<file path="config.mk">
export PLATFORM = sky130hd
export DESIGN_NAME = tdd_regist_ctrl
export DESIGN_NICKNAME = d
export VERILOG_FILES = /design/src/common/tdd_pkg.sv /design/src/frame_timing/tdd_calib_trigger.sv /design/src/frame_timing/tdd_frame_timer.sv /design/src/verilog/tdd_ctrl_sync.sv /design/src/verilog/tdd_refresh_seq.sv /design/src/verilog/tdd_reg_snapshot.sv /design/src/verilog/tdd_regist_ctrl.sv
export SDC_FILE = /design/constraint.sdc
export NUM_CORES = 1
export LEC_CHECK = 0
export ABC_CLOCK_PERIOD_IN_PS = 4900
export BUFFER_PORTS_ARGS = -buffer_cell sky130_fd_sc_hd__buf_2
export CORE_ASPECT_RATIO = 0.9
export CORE_MARGIN = 1.5
export CORE_UTILIZATION = 44
export CTS_CLUSTER_SIZE = 10
export DETAILED_ROUTE_END_ITERATION = 12
export GPL_TIMING_DRIVEN = 0
export PLACE_DENSITY_LB_ADDON = 0.25
export SLEW_MARGIN = 20
export SYNTH_ARGS = -nofsm -noshare
export SYNTH_HDL_FRONTEND = slang
export SYNTH_SLANG_ARGS = --single-unit
</file>
<file path="constraint.sdc">
create_clock -name clk -period 4.9 [get_ports clk]
set_input_delay 0.98 -clock clk [delete_from_list [all_inputs] [get_ports clk]]
set_output_delay 0.98 -clock clk [all_outputs]
set_load 0.01 [all_outputs]
</file>
<file path="src/common/tdd_pkg.sv">
package tdd_pkg;

  localparam int WORD_W         = 32;
  localparam int ADV_W          = 16;
  localparam int SLOT_W         = 8;
  localparam int SUB_SLOT_W     = 6;
  localparam int SYM_W          = 4;
  localparam int FRAME_NUM_W    = 12;
  localparam int CALIB_PERIOD_W = 8;

  typedef logic [WORD_W-1:0]         word_t;
  typedef logic [ADV_W-1:0]          adv_t;
  typedef logic [SLOT_W-1:0]         slot_t;
  typedef logic [SUB_SLOT_W-1:0]     sub_slot_t;
  typedef logic [SYM_W-1:0]          sym_t;
  typedef logic [FRAME_NUM_W-1:0]    frame_num_t;
  typedef logic [CALIB_PERIOD_W-1:0] calib_period_t;

  typedef enum logic [1:0] {
    IDLE  = 2'd0,
    CLEAR = 2'd1,
    LAST  = 2'd2
  } rf_state_t;

  // tddc_ctrl bits
  localparam int CTRL_GPIO_SEL = 0;
  localparam int CTRL_ENABLE   = 1;
  localparam int CTRL_RESET    = 2;
  localparam int CTRL_PPS_DIS  = 3;

  // refresh request bit in state_time_cal
  localparam int STC_REQ = 0;

  // frame_comprise fields
  localparam int FC_TDD_SLOT_HI = 31;
  localparam int FC_TDD_SLOT_LO = 24;
  localparam int FC_DL_SLOT_HI  = 23;
  localparam int FC_DL_SLOT_LO  = 18;
  localparam int FC_UL_SLOT_HI  = 17;
  localparam int FC_UL_SLOT_LO  = 12;
  localparam int FC_SDL_SYM_HI  = 11;
  localparam int FC_SDL_SYM_LO  = 8;
  localparam int FC_GAP_SYM_HI  = 7;
  localparam int FC_GAP_SYM_LO  = 4;
  localparam int FC_SUL_SYM_HI  = 3;
  localparam int FC_SUL_SYM_LO  = 0;

  // air_num fields
  localparam int AIR_SYM_HI   = 23;
  localparam int AIR_SYM_LO   = 20;
  localparam int AIR_SLOT_HI  = 19;
  localparam int AIR_SLOT_LO  = 12;
  localparam int AIR_FRAME_HI = 11;
  localparam int AIR_FRAME_LO = 0;

  // output_active fields
  localparam int OA_CALIB_NUM_HI    = 3;
  localparam int OA_CALIB_NUM_LO    = 0;
  localparam int OA_CALIB_PERIOD_HI = 15;
  localparam int OA_CALIB_PERIOD_LO = 8;

endpackage

</file>
<file path="src/frame_timing/tdd_calib_trigger.sv">
`timescale 1ns/1ps

module tdd_calib_trigger (
  input  logic           clk,
  input  logic           tdd_rst_n,
  input  logic           pps_edge,
  input  logic           t_start,
  input  tdd_pkg::word_t output_active,
  output logic           calib_trig
);

  import tdd_pkg::*;

  calib_period_t calib_period;
  calib_period_t calib_cnt;

  assign calib_period = output_active[OA_CALIB_PERIOD_HI:OA_CALIB_PERIOD_LO];

  // pps periods modulo the calibration period
  always_ff @(posedge clk or negedge tdd_rst_n) begin
    if (!tdd_rst_n) begin
      calib_cnt <= '0;
    end else if (pps_edge) begin
      calib_cnt <= (calib_cnt == calib_period - 8'd1) ? '0 : calib_cnt + 8'd1;
    end
  end

  // fires after the frame start of period 1
  always_ff @(posedge clk or negedge tdd_rst_n) begin
    if (!tdd_rst_n) begin
      calib_trig <= 1'b0;
    end else begin
      calib_trig <= t_start && (calib_cnt == 8'd1);
    end
  end

endmodule

</file>
<file path="src/frame_timing/tdd_frame_timer.sv">
`timescale 1ns/1ps

module tdd_frame_timer (
  input  logic           clk,
  input  logic           rst_n,
  input  logic           tdd_rst_n,
  input  logic           pps_in,
  input  logic           sync_pps_disable,
  input  tdd_pkg::word_t frame_time,
  input  tdd_pkg::word_t rx_advance,
  input  tdd_pkg::word_t rx_delay,
  input  tdd_pkg::word_t tx_advance,
  input  tdd_pkg::word_t tx_delay,
  output logic           pps_edge,
  output logic           t_start,
  output logic           frame_end
);

  import tdd_pkg::*;

  typedef enum logic {
    ST_IDLE  = 1'b0,
    ST_COUNT = 1'b1
  } st_state_t;

  st_state_t st_state;
  logic      pps_in_r;
  logic      start_enable;
  word_t     rel_time;
  word_t     start_delay;
  word_t     start_cnt;
  word_t     frame_cnt;

  always_ff @(posedge clk or negedge rst_n) begin
    if (!rst_n) begin
      pps_in_r <= 1'b0;
    end else begin
      pps_in_r <= pps_in;
    end
  end

  assign pps_edge = pps_in & ~pps_in_r;

  // frame start sits ahead of the PPS by the net rx/tx advance
  assign rel_time    = (rx_advance - rx_delay) + (tx_advance - tx_delay);
  assign start_delay = frame_time - rel_time;

  always_ff @(posedge clk or negedge tdd_rst_n) begin
    if (!tdd_rst_n) begin
      st_state     <= ST_IDLE;
      start_cnt    <= '0;
      start_enable <= 1'b0;
      t_start      <= 1'b0;
    end else begin
      t_start <= 1'b0;
      case (st_state)
        ST_IDLE: begin
          if (pps_edge) begin
            start_cnt <= start_delay;
            st_state  <= ST_COUNT;
          end
        end
        ST_COUNT: begin
          if (start_cnt == 32'd1) begin
            t_start      <= 1'b1;
            start_enable <= 1'b1;
            st_state     <= ST_IDLE;
          end else begin
            start_cnt <= start_cnt - 32'd1;
          end
        end
        default: st_state <= ST_IDLE;
      endcase
    end
  end

  // frame counter, realigned on every frame start unless PPS is ignored
  always_ff @(posedge clk or negedge tdd_rst_n) begin
    if (!tdd_rst_n) begin
      frame_cnt <= '0;
    end else if (t_start && !sync_pps_disable) begin
      frame_cnt <= '0;
    end else if (start_enable) begin
      frame_cnt <= frame_end ? '0 : frame_cnt + 32'd1;
    end else begin
      frame_cnt <= '0;
    end
  end

  assign frame_end = (frame_cnt == frame_time - 32'd1);

endmodule

</file>
<file path="src/verilog/tdd_ctrl_sync.sv">
`timescale 1ns/1ps

module tdd_ctrl_sync (
  input  logic          clk,
  input  logic          rst_n,
  input  tdd_pkg::word_t tddc_ctrl,
  output logic          sync_pps_disable,
  output logic          gpio_ctrl_sel,
  output logic          enable_start,
  output logic          tdd_rst_n
);

  import tdd_pkg::*;

  word_t ctrl_r0;
  word_t ctrl_r1;
  logic  enable_sync;
  logic  enable_d;

  // two flop stages on the host word
  always_ff @(posedge clk or negedge rst_n) begin
    if (!rst_n) begin
      ctrl_r0 <= '0;
      ctrl_r1 <= '0;
    end else begin
      ctrl_r0 <= tddc_ctrl;
      ctrl_r1 <= ctrl_r0;
    end
  end

  assign sync_pps_disable = ctrl_r1[CTRL_PPS_DIS];
  assign gpio_ctrl_sel    = ctrl_r1[CTRL_GPIO_SEL];
  assign enable_sync      = ctrl_r1[CTRL_ENABLE];

  // registered strobe on rising enable
  always_ff @(posedge clk or negedge rst_n) begin
    if (!rst_n) begin
      enable_d     <= 1'b0;
      enable_start <= 1'b0;
    end else begin
      enable_d     <= enable_sync;
      enable_start <= enable_sync & ~enable_d;
    end
  end

  // block held in reset unless enabled and gpio selected
  assign tdd_rst_n = rst_n & ~ctrl_r1[CTRL_RESET] & enable_sync & gpio_ctrl_sel;

endmodule

</file>
<file path="src/verilog/tdd_refresh_seq.sv">
`timescale 1ns/1ps

module tdd_refresh_seq (
  input  logic           clk,
  input  logic           rst_n,
  input  logic           tdd_rst_n,
  input  logic           state_done,
  input  logic           frame_end,
  input  tdd_pkg::word_t state_time_cal,
  output logic           refresh_busy,
  output logic           refresh_hold,
  output logic           dout_refresh_trig,
  output logic           state_rst_n
);

  import tdd_pkg::*;

  rf_state_t rf_state;
  logic      req;
  logic      req_r;
  logic      req_edge;

  // host sets the request bit
  assign req = state_time_cal[STC_REQ];

  always_ff @(posedge clk or negedge rst_n) begin
    if (!rst_n) begin
      req_r <= 1'b0;
    end else begin
      req_r <= req;
    end
  end

  assign req_edge = req & ~req_r;

  always_ff @(posedge clk or negedge tdd_rst_n) begin
    if (!tdd_rst_n) begin
      rf_state          <= IDLE;
      refresh_busy      <= 1'b0;
      refresh_hold      <= 1'b0;
      dout_refresh_trig <= 1'b0;
    end else begin
      dout_refresh_trig <= 1'b0;
      case (rf_state)
        IDLE: begin
          if (req_edge) begin
            refresh_busy <= 1'b1;
            rf_state     <= CLEAR;
          end
        end
        // wait for downstream FSMs to report done
        CLEAR: begin
          if (state_done) begin
            refresh_hold <= 1'b1;
            rf_state     <= LAST;
          end
        end
        // release on the frame boundary
        LAST: begin
          if (frame_end) begin
            dout_refresh_trig <= 1'b1;
            refresh_hold      <= 1'b0;
            refresh_busy      <= 1'b0;
            rf_state          <= IDLE;
          end
        end
        default: rf_state <= IDLE;
      endcase
    end
  end

  assign state_rst_n = tdd_rst_n & ~refresh_hold;

endmodule

</file>
<file path="src/verilog/tdd_reg_snapshot.sv">
`timescale 1ns/1ps

module tdd_reg_snapshot (
  input  logic                 clk,
  input  logic                 rst_n,
  input  logic                 enable_start,
  input  logic                 refresh_hold,
  input  tdd_pkg::word_t       frame_comprise,
  input  tdd_pkg::word_t       output_active,
  input  tdd_pkg::word_t       air_num,
  input  tdd_pkg::word_t       rx_advance,
  input  tdd_pkg::word_t       rx_delay,
  input  tdd_pkg::word_t       tx_advance,
  input  tdd_pkg::word_t       tx_delay,
  output tdd_pkg::slot_t       dout_tdd_slot,
  output tdd_pkg::sub_slot_t   dout_dl_slot,
  output tdd_pkg::sub_slot_t   dout_ul_slot,
  output tdd_pkg::sym_t        dout_sdl_symbol,
  output tdd_pkg::sym_t        dout_gap_symbol,
  output tdd_pkg::sym_t        dout_sul_symbol,
  output tdd_pkg::sym_t        dout_calib_num,
  output tdd_pkg::sym_t        dout_symbol_num,
  output tdd_pkg::slot_t       dout_slot_num,
  output tdd_pkg::frame_num_t  dout_frame_num,
  output tdd_pkg::adv_t        dout_rx_advance,
  output tdd_pkg::adv_t        dout_rx_delay,
  output tdd_pkg::adv_t        dout_tx_advance,
  output tdd_pkg::adv_t        dout_tx_delay
);

  import tdd_pkg::*;

  logic load;

  assign load = enable_start | refresh_hold;

  always_ff @(posedge clk or negedge rst_n) begin
    if (!rst_n) begin
      dout_tdd_slot   <= '0;
      dout_dl_slot    <= '0;
      dout_ul_slot    <= '0;
      dout_sdl_symbol <= '0;
      dout_gap_symbol <= '0;
      dout_sul_symbol <= '0;
      dout_calib_num  <= '0;
      dout_symbol_num <= '0;
      dout_slot_num   <= '0;
      dout_frame_num  <= '0;
      dout_rx_advance <= '0;
      dout_rx_delay   <= '0;
      dout_tx_advance <= '0;
      dout_tx_delay   <= '0;
    end else if (load) begin
      // frame format
      dout_tdd_slot   <= frame_comprise[FC_TDD_SLOT_HI:FC_TDD_SLOT_LO];
      dout_dl_slot    <= frame_comprise[FC_DL_SLOT_HI:FC_DL_SLOT_LO];
      dout_ul_slot    <= frame_comprise[FC_UL_SLOT_HI:FC_UL_SLOT_LO];
      dout_sdl_symbol <= frame_comprise[FC_SDL_SYM_HI:FC_SDL_SYM_LO];
      dout_gap_symbol <= frame_comprise[FC_GAP_SYM_HI:FC_GAP_SYM_LO];
      dout_sul_symbol <= frame_comprise[FC_SUL_SYM_HI:FC_SUL_SYM_LO];
      dout_calib_num  <= output_active[OA_CALIB_NUM_HI:OA_CALIB_NUM_LO];
      // air interface position
      dout_symbol_num <= air_num[AIR_SYM_HI:AIR_SYM_LO];
      dout_slot_num   <= air_num[AIR_SLOT_HI:AIR_SLOT_LO];
      dout_frame_num  <= air_num[AIR_FRAME_HI:AIR_FRAME_LO];
      // low half of the timing words
      dout_rx_advance <= rx_advance[ADV_W-1:0];
      dout_rx_delay   <= rx_delay[ADV_W-1:0];
      dout_tx_advance <= tx_advance[ADV_W-1:0];
      dout_tx_delay   <= tx_delay[ADV_W-1:0];
    end
  end

endmodule

</file>
<file path="src/verilog/tdd_regist_ctrl.sv">
`timescale 1ns/1ps

module tdd_regist_ctrl (
  input  logic                clk,
  input  logic                rst_n,
  input  logic                pps_in,
  input  logic                state_done,
  input  tdd_pkg::word_t      tddc_ctrl,
  input  tdd_pkg::word_t      state_time_cal,
  input  tdd_pkg::word_t      frame_comprise,
  input  tdd_pkg::word_t      frame_time,
  input  tdd_pkg::word_t      output_active,
  input  tdd_pkg::word_t      air_num,
  input  tdd_pkg::word_t      rx_advance,
  input  tdd_pkg::word_t      rx_delay,
  input  tdd_pkg::word_t      tx_advance,
  input  tdd_pkg::word_t      tx_delay,
  output logic                state_rst_n,
  output logic                t_start,
  output logic                calib_trig,
  output logic                dout_refresh_trig,
  output logic                refresh_busy,
  output logic                sync_pps_disable,
  output logic                gpio_ctrl_sel,
  output tdd_pkg::slot_t      dout_tdd_slot,
  output tdd_pkg::sub_slot_t  dout_dl_slot,
  output tdd_pkg::sub_slot_t  dout_ul_slot,
  output tdd_pkg::sym_t       dout_sdl_symbol,
  output tdd_pkg::sym_t       dout_gap_symbol,
  output tdd_pkg::sym_t       dout_sul_symbol,
  output tdd_pkg::sym_t       dout_calib_num,
  output tdd_pkg::sym_t       dout_symbol_num,
  output tdd_pkg::slot_t      dout_slot_num,
  output tdd_pkg::frame_num_t dout_frame_num,
  output tdd_pkg::adv_t       dout_rx_advance,
  output tdd_pkg::adv_t       dout_rx_delay,
  output tdd_pkg::adv_t       dout_tx_advance,
  output tdd_pkg::adv_t       dout_tx_delay
);

  logic enable_start;
  logic tdd_rst_n;
  logic pps_edge;
  logic frame_end;
  logic refresh_hold;

  tdd_ctrl_sync u_ctrl_sync (
    .clk              (clk),
    .rst_n            (rst_n),
    .tddc_ctrl        (tddc_ctrl),
    .sync_pps_disable (sync_pps_disable),
    .gpio_ctrl_sel    (gpio_ctrl_sel),
    .enable_start     (enable_start),
    .tdd_rst_n        (tdd_rst_n)
  );

  tdd_frame_timer u_frame_timer (
    .clk              (clk),
    .rst_n            (rst_n),
    .tdd_rst_n        (tdd_rst_n),
    .pps_in           (pps_in),
    .sync_pps_disable (sync_pps_disable),
    .frame_time       (frame_time),
    .rx_advance       (rx_advance),
    .rx_delay         (rx_delay),
    .tx_advance       (tx_advance),
    .tx_delay         (tx_delay),
    .pps_edge         (pps_edge),
    .t_start          (t_start),
    .frame_end        (frame_end)
  );

  tdd_calib_trigger u_calib_trigger (
    .clk           (clk),
    .tdd_rst_n     (tdd_rst_n),
    .pps_edge      (pps_edge),
    .t_start       (t_start),
    .output_active (output_active),
    .calib_trig    (calib_trig)
  );

  tdd_refresh_seq u_refresh_seq (
    .clk               (clk),
    .rst_n             (rst_n),
    .tdd_rst_n         (tdd_rst_n),
    .state_done        (state_done),
    .frame_end         (frame_end),
    .state_time_cal    (state_time_cal),
    .refresh_busy      (refresh_busy),
    .refresh_hold      (refresh_hold),
    .dout_refresh_trig (dout_refresh_trig),
    .state_rst_n       (state_rst_n)
  );

  tdd_reg_snapshot u_reg_snapshot (
    .clk             (clk),
    .rst_n           (rst_n),
    .enable_start    (enable_start),
    .refresh_hold    (refresh_hold),
    .frame_comprise  (frame_comprise),
    .output_active   (output_active),
    .air_num         (air_num),
    .rx_advance      (rx_advance),
    .rx_delay        (rx_delay),
    .tx_advance      (tx_advance),
    .tx_delay        (tx_delay),
    .dout_tdd_slot   (dout_tdd_slot),
    .dout_dl_slot    (dout_dl_slot),
    .dout_ul_slot    (dout_ul_slot),
    .dout_sdl_symbol (dout_sdl_symbol),
    .dout_gap_symbol (dout_gap_symbol),
    .dout_sul_symbol (dout_sul_symbol),
    .dout_calib_num  (dout_calib_num),
    .dout_symbol_num (dout_symbol_num),
    .dout_slot_num   (dout_slot_num),
    .dout_frame_num  (dout_frame_num),
    .dout_rx_advance (dout_rx_advance),
    .dout_rx_delay   (dout_rx_delay),
    .dout_tx_advance (dout_tx_advance),
    .dout_tx_delay   (dout_tx_delay)
  );

endmodule

</file>
After elaboration in Yosys (flattened, before gate mapping)
Cells that the tools add are included.
{"block": "totals", "register_bits": 217, "inputBits": 324, "out_inout_bits": 131, "elab_cells": 99}
{"block": "op_classes", "add_sub_neg": 9, "eq_ne": 11, "mux": 23, "bitwise": 14, "reduce_logical": 11}
{"op": "$mux 32", "n": 5}
{"op": "$sub 32x32->32", "n": 3}
{"op": "$pmux 32 s2", "n": 1}
{"op": "$sub 32x1->32 const B", "n": 2}
{"op": "$add 32x1->32 const B", "n": 1}
{"op": "$add 32x32->32", "n": 1}
{"op": "$eq 32x1->1 const B", "n": 1}
{"op": "$eq 32x32->1", "n": 1}
{"op": "$mux 1", "n": 9}
{"op": "$reduce_and 3->1", "n": 3}
{"op": "$add 8x1->8 const B", "n": 1}
{"op": "$eq 8x1->1 const B", "n": 1}
{"op": "$eq 8x8->1", "n": 1}
{"op": "$mux 8", "n": 1}
{"op": "$ne 2x2->1 const B", "n": 4}
{"op": "$sub 8x1->8 const B", "n": 1}
{"op": "$and 1x1->1", "n": 7}
{"op": "$mux 2", "n": 3}
{"op": "$not 1->1", "n": 6}
{"op": "$pmux 1 s2", "n": 3}
{"op": "$pmux 2 s3", "n": 1}
{"op": "$reduce_and 2->1", "n": 2}
{"op": "$reduce_bool 2->1", "n": 2}
{"op": "$eq 2x1->1 const B", "n": 1}
{"op": "other kinds (6)", "n": 7}

Depth between registers and ports, before layout
{"block": "depth", "word_depth": 5, "depth_mapped": 18, "mapped_depth_nobuf": 18}

Modules after synthesis
From an unflattened synthesis, not the netlist that was laid out.
{"block": "unflattened", "hier_cells": 1520, "area_unflattened_um2": 15152.0}
{"mod": "tdd_frame_timer", "instances": 1, "cells_each": 1145, "area_per_inst_um2": 9313.9, "seq_area_each_um2": 1701.6}
{"mod": "tdd_reg_snapshot", "instances": 1, "cells_each": 262, "area_per_inst_um2": 4614.4, "seq_area_each_um2": 3103.0}
{"mod": "tdd_calib_trigger", "instances": 1, "cells_each": 77, "area_per_inst_um2": 713.2, "seq_area_each_um2": 225.2}
{"mod": "tdd_ctrl_sync", "instances": 1, "cells_each": 12, "area_per_inst_um2": 266.5, "seq_area_each_um2": 250.2}
{"mod": "tdd_refresh_seq", "instances": 1, "cells_each": 24, "area_per_inst_um2": 244.0, "seq_area_each_um2": 150.1}

Least setup slack after synthesis
OpenSTA, ideal clock, no wires.
{"block": "synth_timing", "path_kind": "input-to-reg", "startpoint": "in frame_time[16]", "endpoint": "reg u_frame_timer.start_cnt[31]", "setup_time_ns": 0.142, "t_arrival_ns": 4.988, "required_ns": 4.758, "slack_ns": -0.229, "stages": 17, "n_path_buf": 1, "path_cell_list": "inv_1 -> fa_1 -> inv_1 -> fa_1 -> inv_1 -> fa_1 -> inv_1 -> ha_1 -> clkbuf_1 -> a21o_1 -> or4_1 -> or3b_2 -> nand3_1 -> nand4b_1 -> a311oi_1 -> xnor2_1 -> o221ai_1"}
{"block": "synth_between", "elab_chain_cells": 3}
{"element": "start, declared", "line_no": "tdd_regist_ctrl.sv:11", "rtl": "input tdd_pkg::word_t frame_time,"}
{"element": "$sub 32x32->32", "line_no": "tdd_frame_timer.sv:46", "rtl": "assign start_delay = frame_time - rel_time;"}
{"element": "$mux 32", "line_no": "tdd_frame_timer.sv:58", "rtl": "if (pps_edge) begin"}
{"element": "$pmux 32 s2", "line_no": "tdd_frame_timer.sv:56", "rtl": "case (st_state)"}
{"element": "end signal, assigned", "line_no": "tdd_frame_timer.sv:59", "rtl": "start_cnt <= start_delay;"}
{"element": "end signal, assigned", "line_no": "tdd_frame_timer.sv:69", "rtl": "start_cnt <= start_cnt - 32'd1;"}
{"element": "end, declared", "line_no": "tdd_frame_timer.sv:31", "rtl": "word_t start_cnt;"}
No other way between the ends. The select of a mux whose other input is x is not followed.
A chain may end at the register's enable or synchronous reset.

Worst setup path after layout
{"block": "layout_timing", "startpoint": "in frame_time[15]", "endpoint": "reg u_frame_timer.start_cnt[31]"}
Same word-level chain as after synthesis.

==> impl_metrics.env <==
export IMPL_slew_violations=0
export IMPL_rsz0062_at_grt="true"
export IMPL_wire_per_inst_um=18.6
export IMPL_ys_seq_area_share_pct=36.6
export IMPL_drcViolationCount=0
export IMPL_areaGrowthSynthToFinish_pct=22.5
export IMPL_worstHoldPathType="flip-flop to flip-flop"
export IMPL_tritoncts="yes"
export IMPL_synthTopCellsByArea="dfrtp_1, fa_1, mux2_2"
export IMPL_final_net_count=2352
export IMPL_numCtsBuffers=26
export IMPL_r2r_end="u_frame_timer.start_cnt[22]"
export IMPL_maxCapViolCount=0
export IMPL_p_switching_uw=2940
export IMPL_num_rows=63
export IMPL_synth_ff_type="dfrtp_1"
export IMPL_clk_pin_slew_ns=0.06
export IMPL_insertion_delay_ns=0.54
export IMPL_start_util_pct=44.8
export IMPL_gp_congestion=0.891
export IMPL_end_kind="flip-flop"
export IMPL_grt_antenna_before_repair=12
export IMPL_p_int_uw=4750
export IMPL_worst_pin_slew_ns=1.02
export IMPL_fin_crit_ns=4.75
export IMPL_ant_nets=0
export IMPL_boundaryPins=455
export IMPL_synth_warnings=0
export IMPL_switching_share_pct=38.2
export IMPL_path_max_fanout=5
export IMPL_post_dp_hpwl_mm=35.2
export IMPL_synth_cell_types=71
export IMPL_grt_max_degree=82
export IMPL_grt_pass1_vias=12375
export IMPL_synth_top_cell_area_share_pct=36.6
export IMPL_synth_area_um2=14800
export IMPL_via_count=12249
export IMPL_overflow=0
export IMPL_hp_start="u_ctrl_sync.ctrl_r0[1]"
export IMPL_comb_power_share_pct=45.6
export IMPL_status="complete, no violations"
export IMPL_cp_start_kind="input port"
export IMPL_final_hold_violation_count=0
export IMPL_slowest_stage="fa_1"
export IMPL_syn_inst=1501
export IMPL_wl_mm=43.4
export IMPL_p_clk_share_pct=23.1
export IMPL_core_um2=33100
export IMPL_pre_cts_ws_ns=-0.701
export IMPL_clock_skew_ns=0.00974
export IMPL_whs_endpoint="u_ctrl_sync.ctrl_r1[1]"
export IMPL_cts_sinks=217
export IMPL_first_pass_iters=5
export IMPL_finalWorstSetupSlack_ns=0.146
export IMPL_fin_cells=2337
export IMPL_ir_drop_mv=0.340
export IMPL_grt_usage_pct=24.9
export IMPL_cellLeakagePower_uw=0.00871
export IMPL_cp_required_ns=5.29
export IMPL_final_common_cell="buf_2"
export IMPL_drive_gt1_share_pct=30.4
export IMPL_h_tree_depth=1
export IMPL_post_route_period_util_pct=97.0
export IMPL_drtIter0Drc=675
export IMPL_hold_depth=0
export IMPL_path_cells="buf_6 > inv_1 > fa_1 > inv_1 > fa_1 > inv_1 > fa_1 > inv_1 > ha_2 > a21o_1 > or4_1 > or3b_4 > nand3_2 > nand4b_1 > a311oi_2 > xnor2_2 > o221ai_1"
export IMPL_p_seq_share_pct=31.3
export IMPL_critPathMostFrequentCell="inv_1"
export IMPL_slew_headroom_pct=32.3
export IMPL_place_inst=2293
export IMPL_path_class="input port to flip-flop"
export IMPL_synth_edf_count=0
export IMPL_worst_endpoint_arrival_ns=5.15
export IMPL_yosys_area_top_type="dfrtp_1"
export IMPL_max_stage_delay_ns=0.56
export IMPL_syn_nets=1956
export IMPL_clk_path_buf_depth=3
export IMPL_layout_common_cells="buf_2, inv_1, dfrtp_1, mux2_2, nand2_1"
export IMPL_ys_ff_latch=217
export IMPL_synth_area_per_cell_um2=9.89
export IMPL_async_reset_ff_share_pct=100
export IMPL_viasPerCell=5.24
export IMPL_finalSetupViolations=0
export IMPL_reg2reg_from="u_frame_timer.start_cnt[0]"
export IMPL_reg2reg_slack_ns=1.55
export IMPL_io_buffers=367
export IMPL_finalPower_uw=7680
export IMPL_root_buffer="clkbuf_16"
export IMPL_grt_pass1_wl_mm=67.4
export IMPL_fmax_mhz=210
export IMPL_die_w_um=197
export IMPL_die_height_um=177
export IMPL_cellPowerDensity_nw_per_um2=423
export IMPL_dieArea_um2=34900
export IMPL_reg2reg_depth=10
[how the worst max path moves through the flow]
stage,start,endpoint,cells past startpoint
after global placement,rst_n,state_rst_n,4
final,frame_time[15],u_frame_timer.start_cnt[31],17
after detailed placement,frame_time[11],u_frame_timer.start_cnt[30],19
after floorplan,frame_time[18],u_frame_timer.start_cnt[31],16
after global routing,frame_time[3],u_frame_timer.start_cnt[30],18
after CTS,frame_time[15],u_frame_timer.start_cnt[31],17
[stage by stage]
stage / setup TNS [ns] / area [um^2] / hold WS (ns) / util (%)
3_3_place_gp: -230.59 / 17200 / 0.333 / 52.1
6_report: 0 / 18200 / 0.346 / 54.9
4_1_cts: 0 / 18100 / 0.347 / 54.6
2_1_floorplan: 0 / 14900 / 0.331 / -
5_1_grt: -0.0479 / 18200 / 0.352 / 54.9
3_5_place_dp: -6.41 / 17300 / 0.335 / 52.3
[critical path, delay by kind of cell]
family	cells	cell delay (ns)
simple gates	4	1.14
xor+xnor	1	0.18
buf+inv	5	0.36
compound gates	3	0.69
fa+ha+maj	4	1.78
[cell usage after synthesis (32+ instances only)]
master      n
fa_1       93
dfrtp_1   217
nor3_2     32
inv_1     253
o21ai_0    67
mux2_2    107
nand2_1    97
xor2_1     48
nand3_1    36
ha_1       38
clkbuf_1   45
nor3_1     42
nor2_1     65
xnor2_1    73
a21oi_1    59
[power groups by stage]
| stage | Combinational [uW] | Sequential [uW] | Clock [uW] |
|---|---|---|---|
| 2_1_floorplan | 2180 | 2530 | 0 |
| 3_3_place_gp | 3340 | 2410 | 0 |
| 3_5_place_dp | 3400 | 2430 | 0 |
| 4_1_cts | 3430 | 2400 | 1820 |
| 5_1_grt | 3900 | 2450 | 1890 |
| 6_report | 3500 | 2400 | 1780 |
[kinds of logic after synthesis]
kind of cell,synth area share [%]
simple gates,14.4
flops,36.6
mux,8.39
buf+inv,8.13
xor+xnor,7.14
fa+ha+maj,15.7
compound gates,9.67
[final cells by class]
| cell class | instances | area (um^2) |
|---|---|---|
| timing repair buffer | 372 | 1940 |
| clock buffer | 36 | 749 |
| antenna | 10 | 25.0 |
| fill | 3070 | 14900 |
| inverter | 253 | 952 |
| buffer | 47 | 243 |
| tap | 422 | 528 |
| sequential | 217 | 5430 |
| multi-input combinational | 980 | 8320 |
[repair_timing]
action                                  CTS  global route
endpoints found under the setup margin    3             9
hold buffers                              0             0
buffers inserted                          0             2
resized for setup                         9            15
pin swaps                                 7             6
cloned                                    0             0
[routing by layer]
layer	GRT usage (%)	vias up	wire, um
li1	-	5786	-
met1	32.8	6016	18800
met2	41.5	361	20800
met3	5.11	80	2680
met4	7.60	6	1160
met5	0	-	34
[state kept, by name, indices dropped and copies added, names as in the netlist, 6 cells and up]
name and count:
u_frame_timer.start_cnt 32, u_reg_snapshot.dout_ul_slot 6, u_calib_trigger.calib_cnt 8, u_reg_snapshot.dout_tx_delay 16, u_frame_timer.frame_cnt 32, u_reg_snapshot.dout_rx_advance 16
u_reg_snapshot.dout_slot_num 8, u_reg_snapshot.dout_tdd_slot 8, u_reg_snapshot.dout_tx_advance 16, u_reg_snapshot.dout_rx_delay 16, u_reg_snapshot.dout_dl_slot 6, u_reg_snapshot.dout_frame_num 12
Power figures use the tool's default switching activity.
